File: src/logic/lc4_pkg.sv
package lc4_pkg;

  typedef logic [15:0] word_t;    // data, address and instruction word
  typedef logic [2:0]  reg_sel_t; // r0..r7
  typedef logic [2:0]  nzp_t;     // {n, z, p}

  // stall code carried next to every instruction down the pipe
  typedef enum logic [1:0] {
    NONE     = 2'd0, // real instruction
    FLUSH    = 2'd2, // squashed by a taken branch, or reset bubble
    LOAD_USE = 2'd3  // bubble behind a load
  } stall_t;

  // insn[15:12], only the kept classes
  typedef enum logic [3:0] {
    BR    = 4'h0,
    ARITH = 4'h1,
    LOGIC = 4'h5,
    LDR   = 4'h6,
    STR   = 4'h7,
    CONST = 4'h9
  } opcode_t;

  localparam word_t RESET_PC = 16'h8200; // first fetch address
  localparam int    NUM_REGS = 8;

  typedef struct packed {
    reg_sel_t rs;        // first source, base for ldr/str
    reg_sel_t rt;        // second source, store data for str
    reg_sel_t rd;
    logic     rs_re;
    logic     rt_re;
    logic     rf_we;
    logic     nzp_we;
    logic     is_load;
    logic     is_store;
    logic     is_branch; // br with a nonzero mask
  } ctrl_t;

  typedef struct packed {
    word_t pc;
    word_t insn;
    ctrl_t ctrl;
    word_t rs_data;
    word_t rt_data;
  } dx_t;

  typedef struct packed {
    word_t pc;
    word_t insn;
    ctrl_t ctrl;
    word_t result;
    nzp_t  nzp;
  } xm_t;

  typedef struct packed {
    word_t pc;
    word_t insn;
    ctrl_t ctrl;
    word_t result; // load data already merged in for loads
    nzp_t  nzp;
  } mw_t;

endpackage

File: src/logic/lc4_wb_if.sv
`timescale 1ns/1ns

// writeback bus, one writer (the core's wb stage) and two readers
interface lc4_wb_if (
  input logic i_gwe,
  input logic i_reset
);
  logic              rf_we;  // register write this cycle
  lc4_pkg::reg_sel_t wsel;
  lc4_pkg::word_t    data;
  logic              nzp_we;
  lc4_pkg::nzp_t     nzp;    // flags as committed, load flags included

  modport producer (output rf_we, wsel, data, nzp_we, nzp);

  modport rf (input rf_we, wsel, data, nzp_we, nzp);

  // hazard unit also samples the clock for its checks
  modport watch (input i_gwe, i_reset, rf_we, wsel, data, nzp_we, nzp);
endinterface

File: src/logic/lc4_stage_reg.sv
`timescale 1ns/1ns

module lc4_stage_reg #(
  parameter type      payload_t = logic [15:0],
  parameter payload_t BUBBLE    = '0            // payload with every enable low
) (
  input  logic            i_gwe,
  input  logic            i_reset,
  input  logic            i_hold,        // keep contents
  input  logic            i_bubble,      // replace incoming insn with a bubble
  input  lc4_pkg::stall_t i_bubble_code,
  input  payload_t        i_data,
  input  lc4_pkg::stall_t i_stall,
  output payload_t        o_data,
  output lc4_pkg::stall_t o_stall
);

  always_ff @(posedge i_gwe) begin
    if (i_reset) begin
      o_data  <= BUBBLE;
      o_stall <= lc4_pkg::FLUSH; // whole pipe starts empty
    end else if (i_bubble) begin
      o_data  <= BUBBLE;
      o_stall <= i_bubble_code;
    end else if (!i_hold) begin
      o_data  <= i_data;
      o_stall <= i_stall;        // bubbles from upstream keep their code
    end
  end

  // the stage driving us must pick one: hold the insn or drop it
  assert property (@(posedge i_gwe) disable iff (i_reset) !(i_hold && i_bubble))
    else $error("stage register asked to hold and bubble in the same cycle");

endmodule

File: src/logic/lc4_decoder.sv
`timescale 1ns/1ns

module lc4_decoder (
  input  lc4_pkg::word_t i_insn,
  output lc4_pkg::ctrl_t o_ctrl
);

  logic [2:0] sub_op;   // function field of arith/logic
  logic       imm_form; // insn[5] selects the imm5 form

  assign sub_op   = i_insn[5:3];
  assign imm_form = i_insn[5];

  always_comb begin
    o_ctrl    = '0;            // unsupported encodings end up as a no-op
    o_ctrl.rd = i_insn[11:9];
    o_ctrl.rs = i_insn[8:6];
    o_ctrl.rt = i_insn[2:0];

    case (lc4_pkg::opcode_t'(i_insn[15:12]))
      lc4_pkg::BR: begin
        o_ctrl.is_branch = |i_insn[11:9]; // mask 000 is the lc4 nop
      end
      lc4_pkg::ARITH: begin
        // add, sub, add-imm; mul and div fall through as no-ops
        if (imm_form || sub_op == 3'b000 || sub_op == 3'b010) begin
          o_ctrl.rs_re  = 1'b1;
          o_ctrl.rt_re  = !imm_form;
          o_ctrl.rf_we  = 1'b1;
          o_ctrl.nzp_we = 1'b1;
        end
      end
      lc4_pkg::LOGIC: begin
        // and, or, xor register forms only
        if (!imm_form && (sub_op == 3'b000 || sub_op == 3'b010 || sub_op == 3'b011)) begin
          o_ctrl.rs_re  = 1'b1;
          o_ctrl.rt_re  = 1'b1;
          o_ctrl.rf_we  = 1'b1;
          o_ctrl.nzp_we = 1'b1;
        end
      end
      lc4_pkg::LDR: begin
        o_ctrl.rs_re   = 1'b1;   // base
        o_ctrl.rf_we   = 1'b1;
        o_ctrl.nzp_we  = 1'b1;   // flags fixed up in writeback
        o_ctrl.is_load = 1'b1;
      end
      lc4_pkg::STR: begin
        o_ctrl.rt       = i_insn[11:9]; // data register sits in the rd field
        o_ctrl.rs_re    = 1'b1;
        o_ctrl.rt_re    = 1'b1;
        o_ctrl.is_store = 1'b1;
      end
      lc4_pkg::CONST: begin
        o_ctrl.rf_we  = 1'b1;
        o_ctrl.nzp_we = 1'b1;
      end
      default: ;
    endcase
  end

endmodule

File: src/logic/lc4_alu.sv
`timescale 1ns/1ns

module lc4_alu (
  input  lc4_pkg::word_t i_insn,
  input  lc4_pkg::word_t i_pc,
  input  lc4_pkg::word_t i_op_a,  // rs after bypass
  input  lc4_pkg::word_t i_op_b,  // rt after bypass
  output lc4_pkg::word_t o_result
);

  lc4_pkg::word_t imm5;
  lc4_pkg::word_t imm6;
  lc4_pkg::word_t imm9;

  assign imm5 = {{11{i_insn[4]}}, i_insn[4:0]};
  assign imm6 = {{10{i_insn[5]}}, i_insn[5:0]};
  assign imm9 = {{7{i_insn[8]}}, i_insn[8:0]};

  // the decoder already blocks writes from unsupported sub-ops
  always_comb begin
    case (lc4_pkg::opcode_t'(i_insn[15:12]))
      lc4_pkg::BR:    o_result = i_pc + 16'd1 + imm9; // branch target
      lc4_pkg::ARITH: begin
        if (i_insn[5])
          o_result = i_op_a + imm5;
        else if (i_insn[4:3] == 2'b10)
          o_result = i_op_a - i_op_b;                 // sub
        else
          o_result = i_op_a + i_op_b;
      end
      lc4_pkg::LOGIC: begin
        case (i_insn[4:3])
          2'b10:   o_result = i_op_a | i_op_b;
          2'b11:   o_result = i_op_a ^ i_op_b;
          default: o_result = i_op_a & i_op_b;
        endcase
      end
      lc4_pkg::LDR,
      lc4_pkg::STR:   o_result = i_op_a + imm6;       // effective address
      lc4_pkg::CONST: o_result = imm9;
      default:        o_result = '0;
    endcase
  end

endmodule

File: src/logic/lc4_regfile.sv
`timescale 1ns/1ns

module lc4_regfile (
  input  logic              i_gwe,
  input  logic              i_reset,
  input  lc4_pkg::reg_sel_t i_rs,
  input  lc4_pkg::reg_sel_t i_rt,
  output lc4_pkg::word_t    o_rs_data,
  output lc4_pkg::word_t    o_rt_data,
  output lc4_pkg::nzp_t     o_nzp,
  lc4_wb_if.rf              wb
);

  lc4_pkg::word_t regs [lc4_pkg::NUM_REGS];
  lc4_pkg::nzp_t  nzp_q; // committed condition flags

  always_ff @(posedge i_gwe) begin
    if (i_reset) begin
      for (int i = 0; i < lc4_pkg::NUM_REGS; i++) begin
        regs[i] <= '0;
      end
      nzp_q <= '0;
    end else begin
      if (wb.rf_we) regs[wb.wsel] <= wb.data;
      if (wb.nzp_we) nzp_q <= wb.nzp;
    end
  end

  // write-through so decode sees the value retiring this cycle
  assign o_rs_data = (wb.rf_we && wb.wsel == i_rs) ? wb.data : regs[i_rs];
  assign o_rt_data = (wb.rf_we && wb.wsel == i_rt) ? wb.data : regs[i_rt];
  assign o_nzp     = nzp_q; // wb forwarding of flags is in the hazard unit

endmodule

File: src/logic/lc4_hazard_unit.sv
`timescale 1ns/1ns

module lc4_hazard_unit (
  input  lc4_pkg::ctrl_t i_d_ctrl,
  input  lc4_pkg::ctrl_t i_x_ctrl,
  input  lc4_pkg::word_t i_x_insn,
  input  lc4_pkg::word_t i_x_rs_data,
  input  lc4_pkg::word_t i_x_rt_data,
  input  lc4_pkg::ctrl_t i_m_ctrl,
  input  lc4_pkg::word_t i_m_result,
  input  lc4_pkg::nzp_t  i_m_nzp,
  input  lc4_pkg::nzp_t  i_rf_nzp,
  lc4_wb_if.watch        wb,
  output lc4_pkg::word_t o_op_a,
  output lc4_pkg::word_t o_op_b,
  output logic           o_stall_load_use,
  output logic           o_flush,
  output lc4_pkg::nzp_t  o_branch_nzp
);

  logic m_fwd;    // memory stage holds a usable result
  logic rs_dep;   // decode reads the register a load in execute will write
  logic rt_dep;
  logic load_use;

  assign m_fwd = i_m_ctrl.rf_we && !i_m_ctrl.is_load; // load data not back yet

  // youngest writer wins: memory, then writeback, then the value read in decode
  assign o_op_a = (m_fwd && i_m_ctrl.rd == i_x_ctrl.rs)     ? i_m_result :
                  (wb.rf_we && wb.wsel == i_x_ctrl.rs)       ? wb.data    : i_x_rs_data;
  assign o_op_b = (m_fwd && i_m_ctrl.rd == i_x_ctrl.rt)     ? i_m_result :
                  (wb.rf_we && wb.wsel == i_x_ctrl.rt)       ? wb.data    : i_x_rt_data;

  // a load in memory never feeds a branch here, the stall below keeps them apart
  assign o_branch_nzp = i_m_ctrl.nzp_we ? i_m_nzp :
                        wb.nzp_we       ? wb.nzp  : i_rf_nzp;

  assign rs_dep = i_d_ctrl.rs_re && i_d_ctrl.rs == i_x_ctrl.rd;
  assign rt_dep = i_d_ctrl.rt_re && i_d_ctrl.rt == i_x_ctrl.rd;

  // a branch right behind a load also waits, its flags come from the load data
  assign load_use = i_x_ctrl.is_load && (rs_dep || rt_dep || i_d_ctrl.is_branch);

  assign o_flush          = i_x_ctrl.is_branch && |(i_x_insn[11:9] & o_branch_nzp);
  assign o_stall_load_use = load_use && !o_flush; // flush squashes decode anyway

  // after a stall or a flush execute holds a bubble, so no second stall follows
  assert property (@(posedge wb.i_gwe) disable iff (wb.i_reset)
    (o_stall_load_use || o_flush) |=> !o_stall_load_use)
    else $error("load-use stall right after a stall or flush");

endmodule

File: src/logic/lc4_core.sv
`timescale 1ns/1ns

module lc4_core (
  input  logic              i_gwe,
  input  logic              i_reset,
  output lc4_pkg::word_t    o_imem_addr,   // pc for the next cycle
  input  lc4_pkg::word_t    i_imem_insn,
  output lc4_pkg::word_t    o_dmem_addr,   // from execute
  output logic              o_dmem_we,
  output lc4_pkg::word_t    o_dmem_wdata,
  input  lc4_pkg::word_t    i_dmem_rdata,  // valid during memory
  output lc4_pkg::stall_t   o_wb_stall,
  output lc4_pkg::word_t    o_wb_pc,
  output lc4_pkg::word_t    o_wb_insn,
  output logic              o_wb_rf_we,
  output lc4_pkg::reg_sel_t o_wb_rf_wsel,
  output lc4_pkg::word_t    o_wb_rf_data,
  output logic              o_wb_nzp_we,
  output lc4_pkg::nzp_t     o_wb_nzp
);

  function automatic lc4_pkg::nzp_t nzp_of(input lc4_pkg::word_t v);
    return {v[15], v == 16'h0000, !v[15] && v != 16'h0000};
  endfunction

  lc4_pkg::word_t  pc;
  lc4_pkg::word_t  pc_next;
  lc4_pkg::word_t  fd_pc;         // fetch to decode
  lc4_pkg::word_t  fd_insn;
  lc4_pkg::stall_t fd_stall;
  lc4_pkg::ctrl_t  d_ctrl;
  lc4_pkg::word_t  d_rs_data;
  lc4_pkg::word_t  d_rt_data;
  lc4_pkg::nzp_t   rf_nzp;
  lc4_pkg::stall_t d_bubble_code;
  lc4_pkg::dx_t    dx_in;
  lc4_pkg::dx_t    x;
  lc4_pkg::xm_t    xm_in;
  lc4_pkg::xm_t    m;
  lc4_pkg::mw_t    mw_in;
  lc4_pkg::mw_t    w;
  lc4_pkg::stall_t x_stall;
  lc4_pkg::stall_t m_stall;
  lc4_pkg::stall_t w_stall;
  lc4_pkg::word_t  op_a;
  lc4_pkg::word_t  op_b;
  lc4_pkg::word_t  x_result;
  lc4_pkg::nzp_t   branch_nzp;
  logic            stall;         // load-use
  logic            flush;         // taken branch in execute

  lc4_wb_if wb_bus (.i_gwe(i_gwe), .i_reset(i_reset));

  always_comb begin
    if (i_reset)    pc_next = lc4_pkg::RESET_PC;
    else if (flush) pc_next = x_result;       // pc+1+imm9 from the alu
    else if (stall) pc_next = pc;             // refetch the same word
    else            pc_next = pc + 16'd1;
  end

  always_ff @(posedge i_gwe) pc <= pc_next;
  assign o_imem_addr = pc_next; // memory answers one edge later, lined up with pc

  always_ff @(posedge i_gwe) begin
    if (i_reset || flush) begin
      fd_insn  <= '0;                // decodes as br with an empty mask
      fd_stall <= lc4_pkg::FLUSH;
    end else if (!stall) begin
      fd_pc    <= pc;
      fd_insn  <= i_imem_insn;
      fd_stall <= lc4_pkg::NONE;
    end
  end

  lc4_decoder u_decoder (.i_insn(fd_insn), .o_ctrl(d_ctrl));

  lc4_regfile u_regfile (
    .i_gwe(i_gwe), .i_reset(i_reset), .i_rs(d_ctrl.rs), .i_rt(d_ctrl.rt),
    .o_rs_data(d_rs_data), .o_rt_data(d_rt_data), .o_nzp(rf_nzp), .wb(wb_bus.rf));

  assign dx_in = '{pc: fd_pc, insn: fd_insn, ctrl: d_ctrl,
                   rs_data: d_rs_data, rt_data: d_rt_data};
  assign d_bubble_code = flush ? lc4_pkg::FLUSH : lc4_pkg::LOAD_USE;

  lc4_stage_reg #(.payload_t(lc4_pkg::dx_t), .BUBBLE(lc4_pkg::dx_t'('0))) d_reg (
    .i_gwe(i_gwe), .i_reset(i_reset), .i_hold(1'b0), .i_bubble(flush || stall),
    .i_bubble_code(d_bubble_code), .i_data(dx_in), .i_stall(fd_stall),
    .o_data(x), .o_stall(x_stall));

  lc4_hazard_unit u_hazard (
    .i_d_ctrl(d_ctrl), .i_x_ctrl(x.ctrl), .i_x_insn(x.insn),
    .i_x_rs_data(x.rs_data), .i_x_rt_data(x.rt_data), .i_m_ctrl(m.ctrl),
    .i_m_result(m.result), .i_m_nzp(m.nzp), .i_rf_nzp(rf_nzp), .wb(wb_bus.watch),
    .o_op_a(op_a), .o_op_b(op_b), .o_stall_load_use(stall), .o_flush(flush),
    .o_branch_nzp(branch_nzp));

  lc4_alu u_alu (.i_insn(x.insn), .i_pc(x.pc), .i_op_a(op_a), .i_op_b(op_b),
                 .o_result(x_result));

  // insns that leave the flags alone carry the flags they saw
  assign xm_in = '{pc: x.pc, insn: x.insn, ctrl: x.ctrl, result: x_result,
                   nzp: x.ctrl.nzp_we ? nzp_of(x_result) : branch_nzp};

  assign o_dmem_addr  = x_result;
  assign o_dmem_we    = x.ctrl.is_store; // bubbles carry no store
  assign o_dmem_wdata = op_b;            // bypassed rt

  lc4_stage_reg #(.payload_t(lc4_pkg::xm_t), .BUBBLE(lc4_pkg::xm_t'('0))) m_reg (
    .i_gwe(i_gwe), .i_reset(i_reset), .i_hold(1'b0), .i_bubble(1'b0),
    .i_bubble_code(lc4_pkg::FLUSH), .i_data(xm_in), .i_stall(x_stall),
    .o_data(m), .o_stall(m_stall));

  // load word is registered here together with the rest of the payload
  assign mw_in = '{pc: m.pc, insn: m.insn, ctrl: m.ctrl, nzp: m.nzp,
                   result: m.ctrl.is_load ? i_dmem_rdata : m.result};

  lc4_stage_reg #(.payload_t(lc4_pkg::mw_t), .BUBBLE(lc4_pkg::mw_t'('0))) w_reg (
    .i_gwe(i_gwe), .i_reset(i_reset), .i_hold(1'b0), .i_bubble(1'b0),
    .i_bubble_code(lc4_pkg::FLUSH), .i_data(mw_in), .i_stall(m_stall),
    .o_data(w), .o_stall(w_stall));

  // writeback drives the bus, producer side
  assign wb_bus.rf_we  = w.ctrl.rf_we;
  assign wb_bus.wsel   = w.ctrl.rd;
  assign wb_bus.data   = w.result;
  assign wb_bus.nzp_we = w.ctrl.nzp_we;
  assign wb_bus.nzp    = w.ctrl.is_load ? nzp_of(w.result) : w.nzp; // load flags here

  assign o_wb_stall   = w_stall;
  assign o_wb_pc      = w.pc;
  assign o_wb_insn    = w.insn;
  assign o_wb_rf_we   = wb_bus.rf_we;
  assign o_wb_rf_wsel = wb_bus.wsel;
  assign o_wb_rf_data = wb_bus.data;
  assign o_wb_nzp_we  = wb_bus.nzp_we;
  assign o_wb_nzp     = wb_bus.nzp;

endmodule

File: config.mk
export PLATFORM = sky130hd
export DESIGN_NAME = lc4_core
export DESIGN_NICKNAME = d
export VERILOG_FILES = /design/src/logic/lc4_pkg.sv /design/src/logic/lc4_wb_if.sv /design/src/logic/lc4_stage_reg.sv /design/src/logic/lc4_decoder.sv /design/src/logic/lc4_alu.sv /design/src/logic/lc4_regfile.sv /design/src/logic/lc4_hazard_unit.sv /design/src/logic/lc4_core.sv
export SDC_FILE = /design/constraint.sdc
export NUM_CORES = 1
export LEC_CHECK = 0
export BUFFER_PORTS_ARGS = -buffer_cell sky130_fd_sc_hd__buf_2
export CORE_MARGIN = 1.5
export CORE_UTILIZATION = 68
export CTS_BUF_LIST = sky130_fd_sc_hd__clkbuf_2 sky130_fd_sc_hd__clkbuf_4 sky130_fd_sc_hd__clkbuf_8
export DETAILED_ROUTE_END_ITERATION = 7
export PLACE_DENSITY = 0.95
export SLEW_MARGIN = 10
export SYNTH_ARGS = -nofsm -noshare
export SYNTH_HDL_FRONTEND = slang
export SYNTH_SLANG_ARGS = --single-unit
File: constraint.sdc
create_clock -name i_gwe -period 11.9 [get_ports i_gwe]
set_clock_uncertainty 0.05 [all_clocks]
set_input_delay 1.19 -clock i_gwe [delete_from_list [all_inputs] [get_ports i_gwe]]
set_output_delay 1.19 -clock i_gwe [all_outputs]
set_load 0.02 [all_outputs]
==> qor.csv <==
stage,metric,value,unit
power_and_ir_drop,overall power after layout,3.06,mW
logic_synthesis,leading register cell type out of synthesis,sky130_fd_sc_hd__dfxtp_1,
clocking,largest buffer count on any clock path,3,
timing,unrepaired setup endpoints after global routing,false,
critical_path,type of the worst setup path,flop to output pin,
placed_design,global placer's final weighted congestion,0.953,
logic_synthesis,number of cells produced by synthesis,1883,
timing,Slew headroom,3.23,%
critical_path,Critical-path top delay cell,sky130_fd_sc_hd__or4b_4,
critical_path,cell type group with the largest total delay on the critical path,compound AO/OA/AOI/OAI gates,
timing,fmax,110,MHz
layout,Antenna Diode Count,0,
placed_design,total placed cells including tap cells,2245,
critical_path,CP Data Arrival Time,7.84,ns
clocking,later-pin clock latency in the skew report,0.63,ns
layout,ratio of cells with drive above 1 in the final layout,20.0,%
layout,relative area change from synthesis to final layout,8.90,%
logic_synthesis,sequential share of the synthesized area,44.5,%
clocking,Root Driver,sky130_fd_sc_hd__clkbuf_8,
clocking,cts hold-fix bufs,0,
floorplanning,floorplan row count,61,
timing,final count of hold timing violations,0,
timing,Worst-Margin Slew,1.45,ns
floorplanning,area of the die,29800,µm²
logic_synthesis,number of warnings printed during yosys synthesis,0,
critical_path,"critical path fanouts, max",25,
grt,largest net degree at the start of global routing,88,
route,per-cell routed wire length,24.0,µm
logic_synthesis,proportion of register bits with asynchronous set or reset after synthesis,0,%
status,run status,"finished, violations left",
floorplanning,Die X,173,µm
clocking,clock-pin slew reported for the worst setup and hold paths after clock tree synthesis,0.07,ns
floorplanning,Initial Utilization,69.8,%
logic_synthesis,register bit total from synthesis,363,
clocking,post-cts gate resize count,0,
grt,via count of the first global-routing pass,15200,
power_and_ir_drop,Pwr per Cell Area,144,nW/µm²
placed_design,setup slack at placement,3.69,ns
clocking,clock tree from TritonCTS,built,
logic_synthesis,per-instance average area after synthesis,10.4,µm²
floorplanning,overall die height,173,µm
power_and_ir_drop,highest ir drop seen on vdd,107,µV
route,average via count per standard cell,6.57,
clocking,CTS H-tree lvls,2,
job,# Max-Cap Violations,0,
floorplanning,Placeable Area,28000,µm²
power_and_ir_drop,leakage dissipation,9.23,nW
logic_synthesis,cell area after synthesis,19600,µm²
grt,number of antenna violations at the first check in global routing,0,
grt,total routing usage reported by global routing,37.4,%
critical_path,number of buffer and inverter stages on the critical path,1,
clocking,number of buffers created by CTS,57,
layout,fill count,1630,
route,detailed-route wire length,56.4,mm
clocking,post-CTS setup repair buffer count,0,
timing,Finish-stage setup viols,0,
logic_synthesis,Post-synth EDFFs,144,
grt,global-route congestion overflow total,0,
timing,final worst path period need,9.08,ns
placed_design,dpl hpwl,36.6,mm
clocking,# clock sinks,363,
route,number of design-rule violations left by the first detailed-router iteration,2090,
critical_path,sort of element at the start of the critical path,flop,
route,count of vias placed by the detailed router,15500,
critical_path,endpoint type of the worst setup path,output pin,
status,violated checks,design-rule violations,
worst_hold_path,worst hold path class,flop to flop,
timing,ratio of final minimum period to clock period,76.3,%
logic_synthesis,nets in the synthesized netlist,1985,
floorplanning,number of primary I/O pins,141,
placed_design,buffers added on ports,140,
route,number of remaining DRC errors,6,
critical_path,required time of the critical path,10.66,ns
critical_path,biggest cell delay along the critical path,0.71,ns
route,antenna-violating nets left,0,
timing,final-report max-slew violation count,0,
layout,Final nets,2029,
layout,"non-filler cells, final",2352,
grt,wire length of the first global-routing pass,86.6,mm
logic_synthesis,Synth cell types,85,
timing,hold slack,0.358,ns
route,1st-pass router iterations,8,
timing,Setup TNS,0,ns
timing,worst setup slack after layout,2.82,ns
## placed cells by master (no fill, tap or decap), types with 69 or more instances in the layout
cell                       count
sky130_fd_sc_hd__mux2i_1     114
sky130_fd_sc_hd__nor2b_1      78
sky130_fd_sc_hd__nor2_1      173
sky130_fd_sc_hd__buf_2       139
sky130_fd_sc_hd__nand2_1      91
sky130_fd_sc_hd__o21ai_0      81
sky130_fd_sc_hd__clkbuf_8     69
sky130_fd_sc_hd__and2_1      134
sky130_fd_sc_hd__dfxtp_1     218
sky130_fd_sc_hd__edfxtp_1    144
## cells in the mapped netlist (all sizes together) (10+ instances only)
cell / number / area [µm²]
a211oi: 45 / 343
a21oi: 33 / 165
a31oi: 13 / 81.3
and2: 134 / 838
and3: 41 / 257
buf: 87 / 624
clkbuf: 100 / 375
dfxtp: 219 / 4380
edfxtp: 144 / 4320
ha: 66 / 826
inv: 69 / 259
mux2i: 118 / 1180
mux4: 64 / 1440
nand2: 91 / 342
nand2b: 11 / 68.8
nand3: 18 / 95.1
nor2: 174 / 653
nor2b: 78 / 488
nor3: 28 / 140
nor4: 10 / 83.8
o21a: 32 / 240
o21ai: 86 / 438
or2: 21 / 131
xnor2: 50 / 445
xor2: 26 / 228
## worst paths after layout
kind | from | end | depth (start not counted) | slack (ns)
setup / recovery | w_reg.o_data[44] | o_imem_addr[15] | 28 | 2.82
hold / removal | d_reg.o_stall[1] | m_reg.o_stall[1] | 1 | 0.36
setup reg to reg | w_reg.o_data[44] | m_reg.o_data[1] | 25 | 4.16
hold reg to reg | d_reg.o_stall[1] | m_reg.o_stall[1] | 1 | 0.36
## cells by family after synthesis
| group | synth area share (%) |
|---|---|
| and+or+nand+nor | 17.1 |
| DFF | 44.5 |
| AOI/OAI and AO/OA | 10.2 |
| buffers and inverters | 6.44 |
| muxes | 13.9 |
| xor gates and xnor gates | 3.44 |
| adders and majority gates | 4.43 |
## routing by layer
metal  share of wire, %  global-route usage (%)  up-vias
met5                  0                       0        -
met3                 11                    7.34      341
met4                7.8                    25.5        0
met2                 47                    61.0     1225
li1                   -                       -     6696
met1                 35                    45.0     7188
## area by class of cell
cell class | count | area [µm²] | area share, %
Tap cell | 378 | 473 | 2.22
Inverter | 69 | 259 | 1.22
Clock buffer | 90 | 1110 | 5.20
Sequential cell | 363 | 8710 | 40.9
Timing Repair Buffer | 172 | 947 | 4.45
Clock inverter | 16 | 150 | 0.705
Multi-Input combinational cell | 1264 | 9650 | 45.3
## flip-flops by register name, indices dropped and copies added, names as in the netlist
signal,count
u_regfile.o_nzp,3
d_reg.o_stall,2
fd_pc,16
m_reg.o_data,53
pc,16
fd_stall,1
d_reg.o_data,71
w_reg.o_data,53
u_regfile.regs,128
m_reg.o_stall,2
fd_insn,16
w_reg.o_stall,2
## power breakdown
part           internal, mW  switching [mW]
combinational         0.199           0.310
sequential             1.34          0.0565
clock                 0.637           0.515
## metrics by stage
step | utilization [%] | cell area (µm²)
after global routing | 76.0 | 21300
after global placement | 71.5 | 20000
after detailed placement | 71.5 | 20000
final | 76.0 | 21300
after floorplan | - | 19600
after CTS | 76.0 | 21300
Note: power is estimated with default switching activity, not from simulation.
